File: src/lsu_pkg.sv
// ------------------------------
// LSU package
// Widths, operation codes, exception causes and the
// request, exception and result types of the LSU
// ------------------------------
package lsu_pkg;

  localparam int XLEN               = 64;
  localparam int VLEN               = 39;
  localparam int TRANS_ID_BITS      = 3;
  localparam int BE_BITS            = XLEN / 8;
  localparam int MEM_WORDS          = 64;
  localparam int REQ_QUEUE_DEPTH    = 2;
  localparam int NR_LOAD_PIPE_REGS  = 1;
  localparam int NR_STORE_PIPE_REGS = 1;

  typedef enum logic [3:0] {
    LB, LBU, LH, LHU, LW, LWU, LD,
    SB, SH, SW, SD
  } lsu_op_e;

  // Encodings follow mcause
  typedef enum logic [3:0] {
    LD_ADDR_MISALIGNED = 4'd4,
    LD_ACCESS_FAULT    = 4'd5,
    ST_ADDR_MISALIGNED = 4'd6,
    ST_ACCESS_FAULT    = 4'd7
  } exc_cause_e;

  typedef struct packed {
    logic            valid;
    exc_cause_e      cause;
    logic [XLEN-1:0] tval;
  } exc_t;

  typedef struct packed {
    logic [VLEN-1:0]          vaddr;
    logic [XLEN-1:0]          wdata;
    logic [BE_BITS-1:0]       be;
    lsu_op_e                  op;
    logic [TRANS_ID_BITS-1:0] trans_id;
    exc_t                     ex;
  } lsu_req_t;

  typedef struct packed {
    logic                     valid;
    logic [TRANS_ID_BITS-1:0] trans_id;
    logic [XLEN-1:0]          result;
    exc_t                     ex;
  } load_res_t;

  // Store result is always zero so only status travels
  typedef struct packed {
    logic                     valid;
    logic [TRANS_ID_BITS-1:0] trans_id;
    exc_t                     ex;
  } store_res_t;

  function automatic logic is_store(lsu_op_e op);
    return op inside {SB, SH, SW, SD};
  endfunction

  // Transfer size, 0 byte up to 3 double
  function automatic logic [1:0] op_size(lsu_op_e op);
    case (op)
      LB, LBU, SB: return 2'b00;
      LH, LHU, SH: return 2'b01;
      LW, LWU, SW: return 2'b10;
      default:     return 2'b11;
    endcase
  endfunction

endpackage

File: src/lsu_req_queue.sv
// ------------------------------
// LSU request queue
// Small circular buffer between the AGU and the execute stage
// ------------------------------
`timescale 1ns/1ps

module lsu_req_queue #(
  parameter type entry_t = logic
) (
  input  logic   clk_i,
  input  logic   rst_ni,
  input  logic   push_i,
  input  entry_t entry_i,
  input  logic   pop_i,
  output entry_t head_o,
  output logic   head_valid_o,
  output logic   ready_o
);
  import lsu_pkg::*;

  localparam int PTR_BITS = (REQ_QUEUE_DEPTH > 1) ? $clog2(REQ_QUEUE_DEPTH) : 1;
  localparam int CNT_BITS = $clog2(REQ_QUEUE_DEPTH + 1);

  entry_t              mem_q [REQ_QUEUE_DEPTH];
  logic [PTR_BITS-1:0] wr_ptr_q;
  logic [PTR_BITS-1:0] rd_ptr_q;
  logic [CNT_BITS-1:0] count_q;
  logic                full;
  logic                empty;

  function automatic logic [PTR_BITS-1:0] ptr_inc(logic [PTR_BITS-1:0] ptr);
    if (ptr == PTR_BITS'(REQ_QUEUE_DEPTH - 1)) begin
      return '0;
    end
    return ptr + 1'b1;
  endfunction

  assign full         = (count_q == CNT_BITS'(REQ_QUEUE_DEPTH));
  assign empty        = (count_q == '0);
  assign ready_o      = !full;
  assign head_valid_o = !empty;
  assign head_o       = mem_q[rd_ptr_q];

  always_ff @(posedge clk_i or negedge rst_ni) begin
    if (!rst_ni) begin
      wr_ptr_q <= '0;
      rd_ptr_q <= '0;
      count_q  <= '0;
    end else begin
      if (push_i) begin
        wr_ptr_q <= ptr_inc(wr_ptr_q);
      end
      if (pop_i) begin
        rd_ptr_q <= ptr_inc(rd_ptr_q);
      end
      count_q <= count_q + CNT_BITS'(push_i) - CNT_BITS'(pop_i);
    end
  end

  // Entry storage
  always_ff @(posedge clk_i) begin
    if (push_i) begin
      mem_q[wr_ptr_q] <= entry_i;
    end
  end

  a_no_push_full : assert property (@(posedge clk_i) disable iff (!rst_ni)
    push_i |-> !full)
    else $error("push into full request queue");

  a_no_pop_empty : assert property (@(posedge clk_i) disable iff (!rst_ni)
    pop_i |-> !empty)
    else $error("pop from empty request queue");

endmodule

File: config.mk
export PLATFORM = sky130hd
export DESIGN_NAME = lsu_req_queue
export DESIGN_NICKNAME = d
export VERILOG_FILES = /design/src/lsu_pkg.sv /design/src/lsu_req_queue.sv
export SDC_FILE = /design/constraint.sdc
export NUM_CORES = 1
export LEC_CHECK = 0
export ABC_AREA = 1
export ABC_CLOCK_PERIOD_IN_PS = 2000
export BUFFER_PORTS_ARGS = -buffer_cell sky130_fd_sc_hd__buf_2
export CAP_MARGIN = 20
export CORE_AREA = 5 5 42 44
export CTS_BUF_LIST = sky130_fd_sc_hd__clkbuf_16
export CTS_CLUSTER_SIZE = 24
export DETAILED_ROUTE_END_ITERATION = 8
export DIE_AREA = 0 0 47 49
export SETUP_SLACK_MARGIN = 0.15
export SLEW_MARGIN = 20
export SYNTH_ARGS = -nofsm -noshare
export SYNTH_HDL_FRONTEND = slang
export SYNTH_SLANG_ARGS = --single-unit
File: constraint.sdc
create_clock -name clk_i -period 2 [get_ports clk_i]
set_clock_uncertainty 0.1 [all_clocks]
set_input_delay 0.3 -clock clk_i [delete_from_list [all_inputs] [get_ports clk_i]]
set_output_delay 0.3 -clock clk_i [all_outputs]
set_load 0.02 [all_outputs]
; ---- After elaboration in Yosys (flattened, before gate mapping)
; Memories as Yosys holds them, arrays and structs flattened.
; Cells that the tools add are included.
[word_totals]
ff_bits = 4
mem_bits_rw = 2
out_inout_bits = 3
mem_count = 1
[memory_table]
columns = name, words, width, read_ports, rd_ports_with_merged_regs, write_ports, line
row1 = mem_q, 2, 1, 1, 0, 1, lsu_req_queue.sv:24  ; entry_t mem_q [REQ_QUEUE_DEPTH];
[op_classes]
add_sub_neg = 4
n_eq_ne = 1
mux = 10
reduce_logical = 3
[op_table]
columns = op, count
row1 = $mux 1, 10
row2 = $add 1x1->1 const B, 2
row3 = $add 2x1->2, 1
row4 = $eq 2x2->1 const B, 1
row5 = $logic_not 1->1, 2
row6 = $logic_not 2->1, 1
row7 = $sub 2x1->2, 1

; ---- Depth between registers and ports, before layout
[logic_depth]
depth_word = 3
mapped_depth = 7
mapped_depth_nobuf = 7

; ---- Worst setup path before layout
; No wires, ideal clock.
[synth_timing]
path_type = register to output
from = reg rd_ptr_q
to = out head_o
arrival_ns = 0.879
setup_slack_ns = 0.721
path_stages_with_launch = 2
path_buffers = 0
path_cell_list = dfrtp_1 -> o21ai_0
[synth_via]
elab_chain_cells = 1
[synth_rtl]
columns = item, line
row1 = from (decl), lsu_req_queue.sv:26  ; logic [PTR_BITS-1:0] rd_ptr_q;
row2 = from (signal assigned), lsu_req_queue.sv:54  ; rd_ptr_q <= ptr_inc(rd_ptr_q);
row3 = $mem_v2 2x1, --
row4 = to (decl), lsu_req_queue.sv:15  ; output entry_t head_o,
; Every way passes these cells.

; ---- Worst setup path after layout
; Ends and elaborated chain as after synthesis.

==> metrics.log <==
[metrics] status: finished, final reports clean
[metrics] Net Sw Power: 223 uW
[metrics] number of enable flip-flop cells after synthesis: 2
[metrics] full die area: 2300 um^2
[metrics] clock latency on the worst-skew pair: 0.23 ns
[metrics] Cell Rows: 14
[metrics] count of non-filler cells in the finished layout: 58
[metrics] largest fanout of any net on the critical path: 3
[metrics] synthesis-stage register bit count: 6
[metrics] port bufs: 7
[metrics] placed wire-length estimate: 366 um
[metrics] most common cell in the synthesized netlist: sky130_fd_sc_hd__nand2_1
[metrics] Routed Antenna Nets: 0
[metrics] leftover overflow at the end of global routing: 0
[metrics] post-synth design cell area: 283 um^2
[metrics] TritonCTS clock tree: yes
[metrics] Sw Share: 0.302
[metrics] worst path required time: 1.60 ns
[metrics] post-synth net total: 37
[metrics] Wirelength per Cell: 8.43 um
[metrics] Worst EP arrival: 0.94 ns
[metrics] critical path type: register to output pin
[metrics] leading area contributor after synthesis: sky130_fd_sc_hd__dfrtp_1
[metrics] dominant cells by area after synthesis: sky130_fd_sc_hd__dfrtp_1 (35%), sky130_fd_sc_hd__edfxtp_1 (21%), sky130_fd_sc_hd__nand2_1 (11%)
[metrics] most instantiated flip-flop cell in the synthesis netlist: sky130_fd_sc_hd__dfrtp_1
[metrics] number of top-level pins: 8
[metrics] fin crit period: 1.34 ns
[metrics] clk sink count: 6
[metrics] setup tns final: 0 ns
[metrics] post-synthesis sequential area ratio: 0.566
[metrics] number of slew-limit violations in the final report: 0
[metrics] Root Driver: sky130_fd_sc_hd__clkbuf_16
[metrics] type of element launching the critical path: register
[metrics] post-route clock period utilization: 0.670
[metrics] number of levels in the clock H-tree: 1
[metrics] vertical die dimension: 49 um
[metrics] global placement routability congestion: 0.733
[metrics] mean cell area of the mapped netlist: 9.43 um^2
[metrics] vias: 212
[metrics] commonest cells in the netlist: sky130_fd_sc_hd__nand2_1 (8), sky130_fd_sc_hd__inv_1 (7), sky130_fd_sc_hd__dfrtp_1 (4)
[metrics] Crit. End Element: output pin
[metrics] Synth Instances: 30
[metrics] Layout area overhead: 50.9%
[metrics] worst slew slack as a fraction of its limit: 0.911
[metrics] internal portion of total power: 514 uW
[metrics] largest net degree at the start of global routing: 5
[metrics] remaining design rule violation count: 0
[metrics] number of distinct standard cells referenced by the synthesized netlist: 11
[metrics] total power density per cell area: 1730 nW/um^2
[metrics] cell count after placement: 53
[metrics] number of DRC markers in iteration 0: 1
[metrics] count of yosys warnings during synthesis: 0
[metrics] clock buffers created by TritonCTS: 3
[metrics] routed wire length: 489 um
[metrics] drt via density: 3.66
[metrics] vias in the first global route: 204
[metrics] area of the core: 1400 um^2
[metrics] starting density of the core: 0.202
[metrics] proportion of layout cells with a drive suffix above 1: 0.286
[metrics] clock share of power: 0.447
[metrics] Longest Clk Path Bufs: 2
[metrics] Max Fclk: 747 MHz
[metrics] fraction of post-synthesis cell area in the top cell type by area: 0.354
[metrics] antenna violations before repair: 0
[metrics] setup-violating endpoint count in the final report: 0
[metrics] number of diodes added for antenna fixing: 0
[metrics] number of gates given a new drive strength after cts: 0
[metrics] transition time at the pin with the least slew margin: 0.133 ns
[metrics] combinational share of power: 0.266
[metrics] net total in the final layout: 50
[metrics] core occupancy in the finished layout: 0.304
[metrics] part of the power in registers: 0.288
[metrics] FFs w/ async S/R, synth: 0.667
[metrics] peak ir drop on the vdd network: 0.439 mV
[metrics] unrepaired setup endpoints after global routing: no
[metrics] max-cap violations: 0
[metrics] CTS clk-pin slew, worst paths: 0.03 ns
[metrics] DR pass1 iterations: 2
[metrics] Leak Pwr: 0.230 nW
[metrics] die outline width: 47 um
[metrics] wire length of the first global-routing pass: 800 um
[metrics] path category of the worst min-delay check: input pin to register
[metrics] final count of hold timing violations: 0
[metrics] All-Layer GR Usage: 0.0587
==> cell usage in the layout (no fill, tap or decap), drive strengths merged <==
cell,instances
inv,9
nand2,9
buf,7
dfrtp,4
clkbuf,3
xor2,2
ha,2
edfxtp,2
o21ai,1
nand3,1
nor2,1
dlygate4sd3,1
==> state kept, by name (all words and copies together), names as in the netlist <==
register / flops
count_q: 2
mem_q: 2
rd_ptr_q: 1
wr_ptr_q: 1
==> worst max-delay path, cell delays in order (launching register included) <==
cell,delay (ns)
sky130_fd_sc_hd__dfrtp_1,0.39
sky130_fd_sc_hd__o21ai_0,0.14
sky130_fd_sc_hd__buf_2,0.18
==> per-stage QoR <==
step	worst slack (ns)	area (um^2)	hold WS [ns]	total power [mW]
2_1_floorplan	0.721	283	-0.0956	0.353
3_3_place_gp	0.750	338	0.0118	0.405
3_5_place_dp	0.744	338	0.0167	0.412
4_1_cts	0.651	427	0.161	0.748
5_1_grt	0.587	427	0.162	0.788
6_report	0.661	427	0.163	0.737
==> cell families (layout without fill, tap and decap cells) <==
kind of cell / Yosys count / in the layout / synth area share
buffers and inverters: 8 / 20 / 0.106
and+or+nand+nor: 11 / 11 / 0.159
xor gates and xnor gates: 2 / 2 / 0.0620
DFF: 6 / 6 / 0.566
adders and majority gates: 2 / 2 / 0.0885
AOI/OAI and AO/OA: 1 / 1 / 0.0177
==> per-layer routing <==
layer,global-route usage,up-vias,routed length (um)
met5,0,-,0
met3,0.0443,5,57
met2,0.0701,8,201
li1,-,111,-
met4,0.0829,0,39
met1,0.0489,88,190
==> path summary, 6_finish.rpt <==
kind,startpoint,to,slack [ns],cells past startpoint
max,rd_ptr_q$_DFFE_PN0P_,head_o,0.66,2
min,entry_i,mem_q[0]$_DFFE_PP_,0.16,1
max reg2reg,count_q[0]$_DFF_PN0_,count_q[1]$_DFF_PN0_,0.79,7
min reg2reg,rd_ptr_q$_DFFE_PN0P_,rd_ptr_q$_DFFE_PN0P_,0.39,1
max in group asynchronous,rst_ni,count_q[1]$_DFF_PN0_,1.37,2
min in group asynchronous,rst_ni,wr_ptr_q$_DFFE_PN0P_,0.31,2
==> power by group through the flow <==
| stage | clock, mW | sequential [mW] | combinational, mW |
|---|---|---|---|
| CTS | 0.334 | 0.213 | 0.201 |
| global placement | 0 | 0.212 | 0.192 |
| floorplan | 0 | 0.206 | 0.147 |
| finish | 0.329 | 0.212 | 0.196 |
| global route | 0.342 | 0.221 | 0.225 |
| detailed placement | 0 | 0.213 | 0.198 |
==> what timing repair did <==
action | in CTS | in global routing
hold buffers | 1 | 0
hold endpoints to repair | 4 | 0
buffers inserted | 0 | 0
==> final cells by class <==
type / instances / area (um^2)
fill: 154 / 975
sequential: 6 / 160
multi-input combinational: 16 / 92.6
clock buffer: 3 / 75.1
timing repair buffer: 8 / 45.0
inverter: 8 / 30.0
tap: 16 / 20.0
clock inverter: 1 / 3.75
(Power assumes the default switching activity.)
