==> src/lsu_pkg.sv <==
// ------------------------------
// LSU package
// Widths, operation codes, exception causes and the
// request, exception and result types of the LSU
// ------------------------------
package lsu_pkg;

  localparam int XLEN               = 64;
  localparam int VLEN               = 39;
  localparam int TRANS_ID_BITS      = 3;
  localparam int BE_BITS            = XLEN / 8;
  localparam int MEM_WORDS          = 64;
  localparam int REQ_QUEUE_DEPTH    = 2;
  localparam int NR_LOAD_PIPE_REGS  = 1;
  localparam int NR_STORE_PIPE_REGS = 1;

  typedef enum logic [3:0] {
    LB, LBU, LH, LHU, LW, LWU, LD,
    SB, SH, SW, SD
  } lsu_op_e;

  // Encodings follow mcause
  typedef enum logic [3:0] {
    LD_ADDR_MISALIGNED = 4'd4,
    LD_ACCESS_FAULT    = 4'd5,
    ST_ADDR_MISALIGNED = 4'd6,
    ST_ACCESS_FAULT    = 4'd7
  } exc_cause_e;

  typedef struct packed {
    logic            valid;
    exc_cause_e      cause;
    logic [XLEN-1:0] tval;
  } exc_t;

  typedef struct packed {
    logic [VLEN-1:0]          vaddr;
    logic [XLEN-1:0]          wdata;
    logic [BE_BITS-1:0]       be;
    lsu_op_e                  op;
    logic [TRANS_ID_BITS-1:0] trans_id;
    exc_t                     ex;
  } lsu_req_t;

  typedef struct packed {
    logic                     valid;
    logic [TRANS_ID_BITS-1:0] trans_id;
    logic [XLEN-1:0]          result;
    exc_t                     ex;
  } load_res_t;

  // Store result is always zero so only status travels
  typedef struct packed {
    logic                     valid;
    logic [TRANS_ID_BITS-1:0] trans_id;
    exc_t                     ex;
  } store_res_t;

  function automatic logic is_store(lsu_op_e op);
    return op inside {SB, SH, SW, SD};
  endfunction

  // Transfer size, 0 byte up to 3 double
  function automatic logic [1:0] op_size(lsu_op_e op);
    case (op)
      LB, LBU, SB: return 2'b00;
      LH, LHU, SH: return 2'b01;
      LW, LWU, SW: return 2'b10;
      default:     return 2'b11;
    endcase
  endfunction

endpackage

==> src/lsu_agu.sv <==
// ------------------------------
// LSU address generation
// Forms the effective address, byte enable and lane-aligned
// store data, and flags misaligned and non-canonical accesses
// ------------------------------
`timescale 1ns/1ps

module lsu_agu (
  input  logic                               valid_i,
  input  lsu_pkg::lsu_op_e                   op_i,
  input  logic [lsu_pkg::XLEN-1:0]           operand_a_i,
  input  logic [lsu_pkg::XLEN-1:0]           imm_i,
  input  logic [lsu_pkg::XLEN-1:0]           operand_b_i,
  input  logic [lsu_pkg::TRANS_ID_BITS-1:0]  trans_id_i,
  input  logic                               en_ld_st_translation_i,
  output lsu_pkg::lsu_req_t                  req_o
);
  import lsu_pkg::*;

  logic [XLEN-1:0]    sum;
  logic [1:0]         size;
  logic [2:0]         offset;
  logic [BE_BITS-1:0] be;
  logic               misaligned;
  logic               overflow;
  logic               st_op;

  assign sum    = operand_a_i + imm_i;
  assign size   = op_size(op_i);
  assign offset = sum[2:0];
  assign st_op  = is_store(op_i);

  // Sv39 canonical form needs bits 63 to 38 all equal
  assign overflow = !((&sum[XLEN-1:VLEN-1]) || !(|sum[XLEN-1:VLEN-1]));

  // ------------------------------
  // Byte enable and alignment
  // ------------------------------
  always_comb begin
    case (size)
      2'b00: begin
        be         = BE_BITS'(8'h01) << offset;
        misaligned = 1'b0;
      end
      2'b01: begin
        be         = BE_BITS'(8'h03) << offset;
        misaligned = offset[0];
      end
      2'b10: begin
        be         = BE_BITS'(8'h0f) << offset;
        misaligned = |offset[1:0];
      end
      default: begin
        be         = '1;
        misaligned = |offset;
      end
    endcase
  end

  // ------------------------------
  // Request and early exception
  // ------------------------------
  always_comb begin
    req_o          = '0;
    req_o.vaddr    = sum[VLEN-1:0];
    // Move store data into the lanes picked by the byte enable
    req_o.wdata    = operand_b_i << {offset, 3'b000};
    req_o.be       = be;
    req_o.op       = op_i;
    req_o.trans_id = trans_id_i;

    // Access fault takes priority over misalignment
    if (valid_i && en_ld_st_translation_i && overflow) begin
      req_o.ex.valid = 1'b1;
      req_o.ex.cause = st_op ? ST_ACCESS_FAULT : LD_ACCESS_FAULT;
      req_o.ex.tval  = sum;
    end else if (valid_i && misaligned) begin
      req_o.ex.valid = 1'b1;
      req_o.ex.cause = st_op ? ST_ADDR_MISALIGNED : LD_ADDR_MISALIGNED;
      req_o.ex.tval  = sum;
    end
  end

endmodule

==> config.mk <==
export PLATFORM = sky130hd
export DESIGN_NAME = lsu_agu
export DESIGN_NICKNAME = d
export VERILOG_FILES = /design/src/lsu_pkg.sv /design/src/lsu_agu.sv
export SDC_FILE = /design/constraint.sdc
export NUM_CORES = 1
export LEC_CHECK = 0
export BUFFER_PORTS_ARGS = -buffer_cell sky130_fd_sc_hd__buf_2
export CAP_MARGIN = 0
export CORE_AREA = 5 5 147 149
export DETAILED_ROUTE_END_ITERATION = 6
export DIE_AREA = 0 0 152 154
export PLACE_DENSITY = 0.73
export SYNTH_ARGS = -nofsm -noshare
export SYNTH_HDL_FRONTEND = slang
export SYNTH_SLANG_ARGS = --single-unit
export TNS_END_PERCENT = 5
==> constraint.sdc <==
create_clock -name vclk -period 4.1
set_input_delay 0.41 -clock vclk [all_inputs]
set_output_delay 0.41 -clock vclk [all_outputs]
set_load 0.005 [all_outputs]
Word level (Yosys, flattened, before mapping)
Memories as Yosys holds them, arrays and structs flattened.
Index checks and enable logic that the tools add are counted.

storage, ports and cells
  flip-flop bits (word level) = 0
  latch bits = 0
  bits in writable memories = 0
  ROM bits = 32
  output and inout bits = 187
  word-level logic and storage cells = 30
  memories kept = 1

memory list
  name             words  bits a word  rd ports  clocked after memory_dff  write ports  line           RTL
  (no name shown)  16     2            1         0                         0            lsu_pkg.sv:65  case (op)

cells by class
  add/subtract/negate cells = 1
  $mul = 0
  div/mod/pow operators = 0
  $lt $le $gt $ge = 0
  equal/unequal tests = 6
  shift-type cells = 4
  muxes and demuxes = 6
  bitwise logic cells = 0
  reduce and logical (&&, ||, !) cells = 12

operator list
  cell                                                                   count
  69-bit 2-to-1 mux                                                      2
  64-bit adder                                                           1
  64-bit by 6-bit left shift with 64-bit output                          1
  26-bit AND reduction                                                   1
  26-bit OR reduction                                                    1
  8-bit one-hot mux with 3 select lines                                  1
  4-bit equality test, second input constant                             3
  1-bit by 3-bit left shift with 8-bit output, first input constant      1
  2-bit by 3-bit left shift with 8-bit output, first input constant      1
  4-bit by 3-bit left shift with 8-bit output, first input constant      1
  4-bit by 3-bit equality test with 1-bit output, second input constant  1
  2-bit 2-to-1 mux                                                       2
  4-bit nonzero test                                                     1
  1-bit logical AND                                                      3
  1-bit one-hot mux with 3 select lines                                  1
  3-bit OR reduction                                                     1
  2-bit by 1-bit equality test with 1-bit output, second input constant  1
  2-bit equality test, second input constant                             1
  1-bit zero test                                                        2
  2-bit zero test                                                        1
  2-bit OR reduction                                                     1
  1-bit logical OR                                                       1

Depth between registers and ports, before layout
  word-level depth = 7
  depth in mapped cells = 17
  mapped depth without buffers = 14

Worst setup path after synthesis
OpenSTA, ideal clock, no wires.

  kind = input-to-output
  start = input port operand_a_i[0] (netlist name)
  end = output port req_o[68] (netlist name)
  arrival time = 4,109 ps
  required time = 3,690 ps
  path slack = -419 ps
  cell stages on the path = 17
  path buffers = 3
  cell sequence = ha_1 > inv_1 > fa_1 > nand2b_1 > a21oi_1 > o21ai_1 > o211ai_1 > and3_1 > or3_1 > nand2_1 > or4_1 > or4_1 > o41ai_2 > buf_6 > buf_12 > nand2_2 > buf_4

RTL lines
  what         line           RTL
  from (decl)  lsu_agu.sv:11  input logic [lsu_pkg::XLEN-1:0] operand_a_i,
  to (decl)    lsu_agu.sv:16  output lsu_pkg::lsu_req_t req_o

==> results.tsv <==
stage	metric	value	unit
flow_run	maxCapViolations	0	
global_routing	grt_start_max_net_pins	57	
detailed_routing	viasPerCell	5.80	
detailed_routing	wirelength	39900	um
outcome	status	finished, violations left	
detailed_routing	dr.first_iter.drc_count	911	
synth	synth_top_cells_by_area	ha_1 11%, a21oi_1 6.9%, nand2_1 6.7%	
synth	synth_cell_types	82	
placement	dpl.hpwl	32900	um
worst_setup_path	cp-startpoint	imm_i[3]	
global_routing	gr-total-overflow	0	
floorplan	rows	52	
global_routing	antenna_found_initial	2	
power_and_ir_drop	p_sw	1460	uW
power_and_ir_drop	p_per_area	216	nW/um^2
floorplan	fp.dieH	154	um
floorplan	die_width	152	um
power_and_ir_drop	intPower	1380	uW
placement	gp_congestion	1.00	
power_and_ir_drop	pwr-share-seq	0	%
detailed_routing	vias	12000	
power_and_ir_drop	switching_share	51.4	%
worst_setup_path	worstSetupPathType	in -> out	
power_and_ir_drop	p_clk_share	0	%
floorplan	die_area	23400	um^2
worst_setup_path	cp_slowest_stage_delay	530	ps
synth	synth_warnings	0	
global_routing	grt_pass1_vias	11700	
synth	synth-seq-area-share	0	%
sta	maxSlewHeadroom	57.4	%
sta	worstMarginPinSlew	637	ps
worst_setup_path	critical_path.cell_chain	buf_2 > ha_4 > and2_4 > nand3_2 > a211o_1 > a2111oi_4 > o2111a_2 > o21ai_2 > o21a_1 > xnor2_2 > or4b_4 > o41ai_4 > buf_4 > clkbuf_16 > a211oi_1 > buf_4 > buf_2	
synth	syn-num-nets	1429	
floorplan	pin_count	388	
placement	port_buffers	381	
layout	areaGrowthSynthToFinish	66.6	%
sta	final_max_slew_viol_count	0	
synth	syn-cell-area	7880	um^2
layout	regArea	0	um^2
detailed_routing	wl_per_cell	19.3	um
outcome	violations	design-rule violations, negative setup slack	
floorplan	start_util	39.3	%
layout	final_nets	2070	
layout	drive_gt1_share	52.7	%
sta	hold_viol	0	
synth	synth_area_leader_cell	ha_1	
sta	period_share	115	%
layout	fillers	1758	
detailed_routing	antenna_left	0	
power_and_ir_drop	leakage	0.00635	uW
worst_setup_path	crit_path_top_delay_cell	or4b_4	
worst_setup_path	arrival	4290	ps
worst_setup_path	critPathCaptureType	primary output	
synth	synth_top_area_share	10.6	%
worst_setup_path	worstPathRequired	3690	ps
synth	avgSynthCellArea	6.79	um^2
layout	multi_input_area	7930	um^2
layout	nFlopsAndLatches	0	
power_and_ir_drop	pwr-share-comb	100.0	%
hold_path	min-delay-start	trans_id_i[1]	
floorplan	coreArea	20000	um^2
hold_path	hold_path.class	in -> out	
synth	synthCells	1160	
global_routing	track_usage	30.7	%
detailed_routing	drc	2	
sta	finalCriticalPeriod	4700	ps
sta	setup_violations	68	
power_and_ir_drop	p_total	2840	uW
sta	rsz0062_at_grt	true	
sta	worst_slack	-599	ps
power_and_ir_drop	vdd.ir_drop.worst	126	uV
worst_setup_path	critPathLaunchType	primary input	
layout	nClkBuffers	0	
placement	pre_cts_ws	-610	ps
global_routing	grt_pass1_wl	60400	um
sta	fmax	213	MHz
synth	ys_top_cells_by_count	141 x nand2_1, 109 x a21oi_1, 102 x nor2_1	
synth	synth.most_common_cell	nand2_1	
detailed_routing	first_pass_iters	7	
worst_setup_path	path_max_fanout	5	
-- stage by stage --
step | hold slack, ps | TNS (ps) | utilization (%) | area (um^2) | cells
after floorplan | 901 | -140 | - | 8100 | 1160
after global placement | 820 | -37530 | 61.4 | 12300 | 2039
after detailed placement | 820 | -36480 | 61.4 | 12300 | 2039
after CTS | 820 | -27460 | 64.1 | 12800 | 2062
after global routing | 820 | -40770 | 65.5 | 13100 | 2070
final | 820 | -34700 | 65.5 | 13100 | 2070
-- logic make-up after synthesis --
| family | after synthesis | share of synthesized area (%) |
|---|---|---|
| simple gates | 428 | 26.5 |
| mux | 54 | 9.57 |
| xor+xnor | 47 | 5.22 |
| fa+ha+maj | 68 | 10.9 |
| buf+inv | 116 | 8.16 |
| compound gates | 446 | 39.6 |
| other cells | 1 | 0.0476 |
-- metal layers --
layer	GRT usage, %	part of all wire, %	vias up
met2	55.3	49	661
met4	15.4	5.8	2
li1	-	-	5652
met5	0	0.025	-
met1	35.3	38	5540
met3	4.58	7.2	161
-- cell usage in the layout, fill, tap and decap left out, types with 14 or more instances in the layout --
| cell type | instances |
|---|---|
| mux4_2 | 16 |
| a21o_1 | 28 |
| a211o_1 | 15 |
| nand4_1 | 38 |
| nand3_1 | 20 |
| nor3_1 | 20 |
| o21a_1 | 15 |
| xor2_1 | 20 |
| a211oi_1 | 15 |
| o31ai_1 | 14 |
| ha_4 | 19 |
| o21ai_1 | 21 |
| buf_4 | 340 |
| nor2_1 | 99 |
| a21oi_2 | 41 |
| o21ai_0 | 68 |
| xnor2_1 | 23 |
| a21boi_2 | 33 |
| o211ai_1 | 14 |
| and2_1 | 20 |
| buf_2 | 377 |
| ha_1 | 32 |
| ha_2 | 16 |
| a21oi_1 | 87 |
| nand2_1 | 137 |
| mux2i_1 | 27 |
| inv_1 | 15 |
-- power groups by stage --
stage	logic, uW	clock network [uW]	registers [uW]
global placement	2560	0	0
global route	3030	0.0000327	0
finish	2840	0.0000327	0
floorplan	1370	0	0
CTS	2730	0	0
detailed placement	2590	0	0
-- worst paths after layout --
path / end / slack [ps] / cells past startpoint
worst max-delay path: req_o[49] / -600 / 17
worst min-delay path: req_o[70] / 820 / 0
-- final cells by class --
cell class | instances | share of cell area [%]
Timing Repair Buffer | 737 | 36.5
Inverter | 18 | 0.515
Tap cell | 270 | 2.57
Antenna cell | 1 | 0.0191
Multi-Input combinational cell | 1044 | 60.4
-- worst max-delay path: cells and delay by family --
kind	cells	cell delay [ps]
xor gates and xnor gates	1	160
AOI/OAI and AO/OA	7	1980
buffers and inverters	5	720
and+or+nand+nor	3	770
adders and majority gates	1	260
-- timing repair --
item                                    in CTS  in global routing
endpoints found under the setup margin      68                 68
hold buffers                                 0                  0
cloned                                       3                  0
pin swaps                                   30                 23
buffers inserted                            20                  7
resized for setup                           83                 48
Power figures use the tool's default switching activity.
